===== config.mk =====
export PLATFORM = sky130hd
export DESIGN_NAME = retire_pipe
export DESIGN_NICKNAME = d
export VERILOG_FILES = /design/src/hdl/retire_pkg.sv /design/src/hdl/lane_commit.sv /design/src/hdl/mem_port_arbiter.sv /design/src/hdl/retire_status.sv /design/src/hdl/retire_pipe.sv
export SDC_FILE = /design/constraint.sdc
export NUM_CORES = 1
export LEC_CHECK = 0
export BUFFER_PORTS_ARGS = -buffer_cell sky130_fd_sc_hd__buf_2
export CELL_PAD_IN_SITES_DETAIL_PLACEMENT = 1
export CELL_PAD_IN_SITES_GLOBAL_PLACEMENT = 2
export CORE_AREA = 4 4 477 479
export CTS_BUF_LIST = sky130_fd_sc_hd__clkbuf_8
export DETAILED_ROUTE_END_ITERATION = 10
export DIE_AREA = 0 0 481 483
export PLACE_DENSITY = 0.36
export SYNTH_ARGS = -nofsm -noshare
export SYNTH_HDL_FRONTEND = slang
export SYNTH_HIERARCHICAL = 1
export SYNTH_SLANG_ARGS = --single-unit

===== constraint.sdc =====
create_clock -name clock -period 1.1 [get_ports clock]
set_input_delay 0.11 -clock clock [delete_from_list [all_inputs] [get_ports clock]]
set_output_delay 0.11 -clock clock [all_outputs]
set_load 0.01 [all_outputs]

===== src/hdl/retire_pkg.sv =====
// XLEN is fixed at 32 and memory words at 64; error codes keep the RISC-V cause encodings
package retire_pkg;

	////////////////////////////////////////////////////////////////////////////
	// widths

	localparam int XLEN = 32;

	typedef logic [XLEN-1:0] xlen_t;     // address or data word
	typedef logic [4:0]      reg_idx_t;  // index 0 is the zero register
	typedef logic [63:0]     bus_data_t; // one memory beat
	typedef logic [1:0]      way_idx_t;

	localparam reg_idx_t ZERO_REG = '0;

	////////////////////////////////////////////////////////////////////////////
	// encodings

	typedef enum logic [1:0] {
		BUS_NONE  = 2'h0,
		BUS_LOAD  = 2'h1,
		BUS_STORE = 2'h2
	} bus_cmd_e;

	typedef enum logic [1:0] {
		BYTE   = 2'h0,
		HALF   = 2'h1,
		WORD   = 2'h2,
		DOUBLE = 2'h3  // instruction fetches always use this
	} mem_size_e;

	// cause numbers as in the trap encoding, NO_ERROR and halt picked from the spare codes
	typedef enum logic [3:0] {
		ILLEGAL_INST      = 4'h2,
		LOAD_ACCESS_FAULT = 4'h5,
		NO_ERROR          = 4'ha,
		HALTED_ON_WFI     = 4'he
	} error_e;

	////////////////////////////////////////////////////////////////////////////
	// bundles

	// one way leaving execute/memory
	typedef struct packed {
		xlen_t     npc;
		xlen_t     alu_result;
		reg_idx_t  dest_reg;
		logic      halt;
		logic      illegal;
		logic      valid;      // clear means bubble
		bus_cmd_e  mem_cmd;
		xlen_t     mem_addr;
		xlen_t     mem_data;   // store data
		mem_size_e mem_size;
	} exmem_t;

	// register file write plus the npc of the retiring instruction
	typedef struct packed {
		logic     wr_en;
		reg_idx_t wr_idx;
		xlen_t    wr_data;
		xlen_t    npc;
	} commit_t;

	typedef struct packed {
		bus_cmd_e  cmd;
		xlen_t     addr;
		bus_data_t data;
		mem_size_e size;
	} mem_req_t;

	typedef struct packed {
		logic     take;
		way_idx_t way; // ways above this one are squashed
	} branch_t;

endpackage


===== src/hdl/lane_commit.sv =====
// mem/wb register for every way; loads commit the low word of mem_data, no size or sign handling
`timescale 1ns/1ps

module lane_commit import retire_pkg::*; #(
	parameter int ways = 3
) (
	input  logic            clock,
	input  logic            reset,
	input  exmem_t          bundle [ways],
	input  bus_data_t       mem_data [ways],
	input  branch_t         branch,
	output commit_t         commit [ways],
	output logic [ways-1:0] committed,
	output logic [ways-1:0] halted,
	output logic [ways-1:0] illegal
);

	logic [ways-1:0] keep;           // way is not younger than a taken branch
	xlen_t           result [ways];  // value headed for the register file

	////////////////////////////////////////////////////////////////////////////
	// squash mask and result select

	always_comb begin
		for (int w = 0; w < ways; w++) begin
			keep[w] = !branch.take || (w <= int'(branch.way));
			if (bundle[w].mem_cmd == BUS_LOAD)
				result[w] = mem_data[w][XLEN-1:0]; // low word only
			else
				result[w] = bundle[w].alu_result;
		end
	end

	////////////////////////////////////////////////////////////////////////////
	// mem/wb register

	always_ff @(posedge clock) begin
		if (!reset) begin
			for (int w = 0; w < ways; w++)
				commit[w] <= '0;
			committed <= '0;
			halted    <= '0;
			illegal   <= '0;
		end else begin
			for (int w = 0; w < ways; w++) begin
				if (keep[w]) begin
					commit[w] <= '{
						wr_en:   bundle[w].valid && (bundle[w].dest_reg != ZERO_REG),
						wr_idx:  bundle[w].dest_reg,
						wr_data: result[w],
						npc:     bundle[w].npc
					};
					committed[w] <= bundle[w].valid;
					halted[w]    <= bundle[w].halt;    // raw flag, as the bundle carries it
					illegal[w]   <= bundle[w].illegal;
				end else begin
					// younger than the branch, becomes a bubble
					commit[w]    <= '0;
					committed[w] <= 1'b0;
					halted[w]    <= 1'b0;
					illegal[w]   <= 1'b0;
				end
			end
		end
	end

	////////////////////////////////////////////////////////////////////////////
	// checks

	for (genvar w = 0; w < ways; w++) begin : g_chk
		// squashed way must not reach the register file one cycle later
		assert property (@(posedge clock) disable iff (!reset)
			(branch.take && (w > int'(branch.way))) |=> !commit[w].wr_en);
	end

endmodule


===== src/hdl/mem_port_arbiter.sv =====
// one request per way each cycle, data access wins over fetch; memory must answer in the same cycle
`timescale 1ns/1ps

module mem_port_arbiter import retire_pkg::*; #(
	parameter int ways = 3
) (
	input  logic            clock,
	input  logic            reset,
	input  exmem_t          bundle [ways],
	input  xlen_t           fetch_addr [ways],
	input  logic [3:0]      response [ways],
	output mem_req_t        request [ways],
	output logic [ways-1:0] fault
);

	mem_req_t next_req [ways];

	////////////////////////////////////////////////////////////////////////////
	// data vs fetch select

	always_comb begin
		for (int w = 0; w < ways; w++) begin
			if (bundle[w].mem_cmd != BUS_NONE) begin
				next_req[w] = '{
					cmd:  bundle[w].mem_cmd,
					addr: bundle[w].mem_addr,
					data: bus_data_t'(bundle[w].mem_data), // zero extended
					size: bundle[w].mem_size
				};
			end else begin
				// no data access, the port fetches instructions
				next_req[w] = '{
					cmd:  BUS_LOAD,
					addr: fetch_addr[w],
					data: '0,
					size: DOUBLE
				};
			end
		end
	end

	////////////////////////////////////////////////////////////////////////////
	// request and fault registers

	always_ff @(posedge clock) begin
		if (!reset) begin
			for (int w = 0; w < ways; w++)
				request[w] <= '{cmd: BUS_LOAD, addr: '0, data: '0, size: DOUBLE};
			fault <= '0;
		end else begin
			for (int w = 0; w < ways; w++) begin
				request[w] <= next_req[w];
				fault[w]   <= (response[w] == 4'h0); // tag 0 means memory refused
			end
		end
	end

	for (genvar w = 0; w < ways; w++) begin : g_chk
		// the port always carries a load or a store
		assert property (@(posedge clock) disable iff (!reset)
			request[w].cmd != BUS_NONE);
	end

endmodule


===== src/hdl/retire_status.sv =====
// count is combinational on the commit flags; status is sticky until reset
`timescale 1ns/1ps

module retire_status import retire_pkg::*; #(
	parameter int ways = 3
) (
	input  logic            clock,
	input  logic            reset,
	input  logic [ways-1:0] committed,
	input  logic [ways-1:0] halted,
	input  logic [ways-1:0] illegal,
	input  logic [ways-1:0] fault,
	output logic [2:0]      completed,
	output error_e          status
);

	error_e status_next;

	always_comb begin
		completed = 3'd0;
		for (int w = 0; w < ways; w++)
			completed = completed + 3'(committed[w]); // each way counted once
	end

	////////////////////////////////////////////////////////////////////////////
	// sticky status, priority illegal > halt > fault

	always_comb begin
		status_next = status;
		if (status == NO_ERROR) begin
			if (|illegal)
				status_next = ILLEGAL_INST;
			else if (|halted)
				status_next = HALTED_ON_WFI;
			else if (|fault)
				status_next = LOAD_ACCESS_FAULT;
		end
	end

	always_ff @(posedge clock) begin
		if (!reset)
			status <= NO_ERROR;
		else
			status <= status_next;
	end

	// once an error is latched nothing in any way may overwrite it
	assert property (@(posedge clock) disable iff (!reset)
		(status != NO_ERROR) |=> $stable(status));

endmodule


===== src/hdl/retire_pipe.sv =====
// retire and memory port block; ways from 1 to 4, no handshake, every cycle is accepted
`timescale 1ns/1ps

module retire_pipe import retire_pkg::*; #(
	parameter int ways = 3
) (
	input  logic       clock,
	input  logic       reset,
	input  exmem_t     bundle [ways],
	input  xlen_t      fetch_addr [ways],
	input  branch_t    branch,
	input  logic [3:0] mem_response [ways],
	input  bus_data_t  mem_data [ways],
	output commit_t    commit [ways],
	output mem_req_t   mem_request [ways],
	output logic [2:0] completed,
	output error_e     status
);

	// flags from the mem/wb register
	logic [ways-1:0] committed;
	logic [ways-1:0] halted;
	logic [ways-1:0] illegal;
	logic [ways-1:0] fault;    // from the memory port

	////////////////////////////////////////////////////////////////////////////
	// commit side

	lane_commit #(
		.ways(ways)
	) lane_commit_0 (
		.clock     (clock),
		.reset     (reset),
		.bundle    (bundle),
		.mem_data  (mem_data),
		.branch    (branch),
		.commit    (commit),
		.committed (committed),
		.halted    (halted),
		.illegal   (illegal)
	);

	////////////////////////////////////////////////////////////////////////////
	// memory side

	mem_port_arbiter #(
		.ways(ways)
	) mem_port_arbiter_0 (
		.clock      (clock),
		.reset      (reset),
		.bundle     (bundle),
		.fetch_addr (fetch_addr),
		.response   (mem_response),
		.request    (mem_request),
		.fault      (fault)
	);

	retire_status #(
		.ways(ways)
	) retire_status_0 (
		.clock     (clock),
		.reset     (reset),
		.committed (committed),
		.halted    (halted),
		.illegal   (illegal),
		.fault     (fault),
		.completed (completed),
		.status    (status)
	);

endmodule


==> results of run 1 <==
-- synthesized netlist by cell type --
master	instances
or2b_2	1
nand2_1	290
inv_1	2
buf_4	97
o211ai_1	96
buf_1	6
and3_1	166
nand3b_1	6
o21a_1	5
dfxtp_1	430
clkbuf_2	1
buf_2	28
nor2b_1	3
nand4bb_1	1
or2_4	3
o31a_2	1
o21ai_1	28
a211oi_1	1
or3b_4	1
and2_1	46
nand2b_1	6
a21boi_0	32
o21ai_0	62
nor4b_2	1
and3_4	1
nor4_1	3
or4_1	3
fa_1	1
clkbuf_1	78
buf_6	17
and3_2	9
nor3_1	3
or3_4	1
o21ai_2	8
a21oi_1	65
conb_1	2
-- cell families after synthesis --
kind of cell	synth area share, %
AOI/OAI and AO/OA	12.73
buffers and inverters	9.491
adders and majority gates	0.1369
and+or+nand+nor	18.71
other	0.05137
DFF	58.88
-- through the flow --
| stage | utilization (%) | setup slack [ns] | cell area [sq um] |
|---|---|---|---|
| floorplan | - | -0.03652 | 15000 |
| global placement | 10.91 | -0.3279 | 24400 |
| detailed placement | 10.91 | -0.2970 | 24400 |
==> impl_metrics.toml, run 1 <==
[synthesis]
syn_area_per_cell_sq_um = 9.721
ys_types = 36
synthTopCellsByArea = "dfxtp_1 (59%), nand2_1 (7.4%), and3_1 (7.1%)"
netlist_area_sq_um = 14620
synth.largest_area_cell = "dfxtp_1"
synth.ff_latch_count = 430
synth_top_area_share_pct = 58.88
ys_seq_area_share_pct = 58.88
yosysWarnings = 6
syn_inst = 1504

[clocking]
post_cts_resize_count = 791
holdBufCountCts = 1152
cts_root_buf = "clkbuf_8"
post-cts-setup-buffer-count = 3
cts_buffers = 95
cts_buffer_depth = 3
htree_levels = 3
clkSinkCount = 430

[place]
hpwl_um = 94050
dp.cells = 5582
io_buffers = 1048
gp_congestion = 0.7692

[floorplanning]
dieHeight_um = 483
io_pins = 1242
start_util_pct = 6.539
placementRows = 174
fp.dieW_um = 481

[run_status]
error_line = "[ERROR RSZ-0060] Max buffer count reached."
haltStage = "clock tree synthesis (4_1_cts)"
outcome = "aborted with a tool error"
==> inputs of run 2 (changes only) <==
- CELL_PAD_IN_SITES_DETAIL_PLACEMENT: 1 -> unset
- CELL_PAD_IN_SITES_GLOBAL_PLACEMENT: 2 -> unset
- CORE_AREA: 4 4 477 479 -> 4 4 482 484
- CTS_BUF_LIST: sky130_fd_sc_hd__clkbuf_8 -> unset
- DIE_AREA: 0 0 481 483 -> 0 0 486 488
- PLACE_DENSITY: 0.36 -> unset
- PLACE_DENSITY_LB_ADDON: unset -> 0.15
- clock period: 1.1 -> 1.45 ns (I/O delays scaled with it)
==> impl_metrics.toml, run 2 <==
[synthesis]
yosysWarnings = 6
yosysMostFrequentCell = "dfxtp_1"
synth_flop_cell = "dfxtp_1"
async_flop_share_pct = 0
synth_edf_count = 0
ys_top_cells_by_count = "dfxtp_1 (430), nand2_1 (290), and3_1 (166)"
synth.largest_area_cell = "dfxtp_1"
syn_area_per_cell_sq_um = 9.721
syn_inst = 1504
synth_top_area_share_pct = 58.88
synthTopCellsByArea = "dfxtp_1 (59%), nand2_1 (7.4%), and3_1 (7.1%)"
ys_types = 36
synth.ff_latch_count = 430
netlist_area_sq_um = 14620
ys_seq_area_share_pct = 58.88

[setup_path]
path_max_fanout = 1
critPathMaxStageDelay_ns = 0.59
arrival_ns = 1.77
crit_buf_inv = 1
critical_path_required_ns = 1.31
path_depth = 2
crit_slowest_cell = "fa_2"
path_cells = "fa_2 > buf_6"
crit_family = "adder cells"
path_class = "reg -> out"
start_kind = "flop"
reg2reg_depth = 4
cp-end-kind = "output port"

[floorplanning]
fp.dieW_um = 486
placementRows = 175
core_sq_um = 227300
start_util_pct = 6.433
dieHeight_um = 488
io_pins = 1242
dieArea_sq_um = 237200

[place]
gp_congestion = 0.7885
hpwl_um = 102400
pre_cts_ws_ns = -0.2144
dp.cells = 5530
io_buffers = 1048

[clocking]
cts_buffer_depth = 3
clkSinkCount = 430
cts_tree = "yes"
cts_buffers = 69
cts_root_buf = "clkbuf_16"
clock_latency_ns = 0.67
htree_levels = 3
clk_pin_slew_ns = 0.06

[sta]
setup_viol = 9
fin_skew_ns = 0.03783
fin_crit_sh_pct = 131.8
setup_ws_ns = -0.4605
hold_violations = 0
fmax_ghz = 0.5234
fin_tns_setup_ns = -0.9015
min_period_ns = 1.911
slew_headroom_pct = 65.58
grt_setup_unrepaired = "true"
worst_pin_slew_ns = 0.5109
finalMaxSlewViolations = 0

[run_status]
outcome = "finished, violations left"
violations = "negative setup slack"

[routing]
top_layer = "met5"
drt_iter0_drc = 576
routed-wl-met2_um = 61360
route.final.wire_length_um = 126100
drc = 0
wl_per_cell_um = 19.91
ant_nets = 0
met3_length_um = 12820
vias = 17574
viasPerCell = 2.775
firstDrtPassIters = 7
wl_met1_um = 47670

[finish]
top_regs = "lane_commit_0/commit (210), mem_port_arbiter_0/request (204), retire_status_0/status (4)"
area_growth_pct = 127.5
largest_register_ffs = 210
final_common_cell = "buf_2"
drive_gt1_share_pct = 41.45
layout_common_cells = "buf_2 (989), dlygate4sd3_1 (645), dfxtp_1 (371)"
fin_nets = 3977
final_util_pct = 14.63
final_cells = 6332
top_register = "lane_commit_0/commit"

[worst_hold_path]
min_path_type = "in -> reg"
whs_path_depth = 4

[power_and_ir_drop]
ir_worst_vdd_v = 0.0007570
power_frac_clock_pct = 47.5
switching_share_pct = 28.69
p_per_area_nw_per_um2 = 1089
power.total_mw = 36.22
pwr-share-seq_pct = 35.4
pwr-share-comb_pct = 17.0
leakagePower_nw = 15.34
p_int_mw = 25.83
p_switching_mw = 10.39

[global_route]
grt_pass1_vias = 19151
grt_overflow = 0
track_usage_pct = 10.12
grt_pass1_wl_um = 164000
antenna_found_initial = 54
grt_max_degree = 53

[flow_run]
cap_viol_max_count = 0
==> run 2: layout make-up <==
type	instances	area, sq um
Timing Repair Buffer	1808	13350
Multi-Input combinational cell	940	5037
Sequential cell	430	8762
Fill cell	26144	194000
Antenna cell	23	57.56
Clock inverter	29	347.8
Clock buffer	91	1929
Tap cell	3009	3765
Inverter	2	7.507
==> run 2: path summary, 6_finish.rpt <==
path                              startpoint                         to  slack, ns
setup / recovery  lane_commit_0/committed[1]               completed[0]      -0.46
hold / removal                         reset  lane_commit_0/commit[208]       0.08
setup reg to reg   retire_status_0/status[2]  retire_status_0/status[1]       0.10
hold reg to reg    retire_status_0/status[1]  retire_status_0/status[1]       0.49
==> run 2: power by group through the flow <==
stage,clock network (mW),registers (mW),logic (mW)
after floorplan,0,13.4,1.40
after global placement,0,13.1,4.67
after detailed placement,0,13.1,4.64
after CTS,18.3,12.9,6.35
after global routing,18.6,12.9,6.76
final,17.2,12.8,6.17
==> run 2: layer usage <==
metal | vias to the layer above | track usage [%]
met5 | - | 0
met4 | 30 | 3.225
met3 | 182 | 4.705
met2 | 885 | 17.66
met1 | 8075 | 10.80
li1 | 8402 | -
==> run 2: kinds of logic (layout without fill, tap and decap cells) <==
kind of cell | after synthesis | count (layout) | share of synthesized area (%)
flops | 430 | 430 | 58.88
other cells | 2 | 120 | 0.05137
fa+ha+maj | 1 | 1 | 0.1369
compound gates | 298 | 298 | 12.73
simple gates | 544 | 544 | 18.71
buf+inv | 229 | 1930 | 9.491
==> run 2: what timing repair did <==
action	CTS	global route
pin swaps	1	3
hold endpoints to repair	423	1
hold buffers	652	1
setup buffers	1	8
gates cloned	0	3
setup endpoints to repair	79	125
resized for setup	191	20
==> run 2: worst reg2reg max path: cells and delay by family, from the launching register on <==
family,cells,cell delay (ns)
AO/OA/AOI/OAI,1,0.11
buffers and inverters,1,0.13
flip-flops,1,0.35
AND/OR/NAND/NOR,2,0.63
==> run 2: through the flow <==
step	instance area (sq um)	hold WS, ns
detailed placement	23810	0.3359
floorplan	14980	0.2212
finish	33260	0.07739
CTS	33080	0.0006867
global route	33230	0.01667
global placement	23810	0.3317
Power figures use the tool's default switching activity.
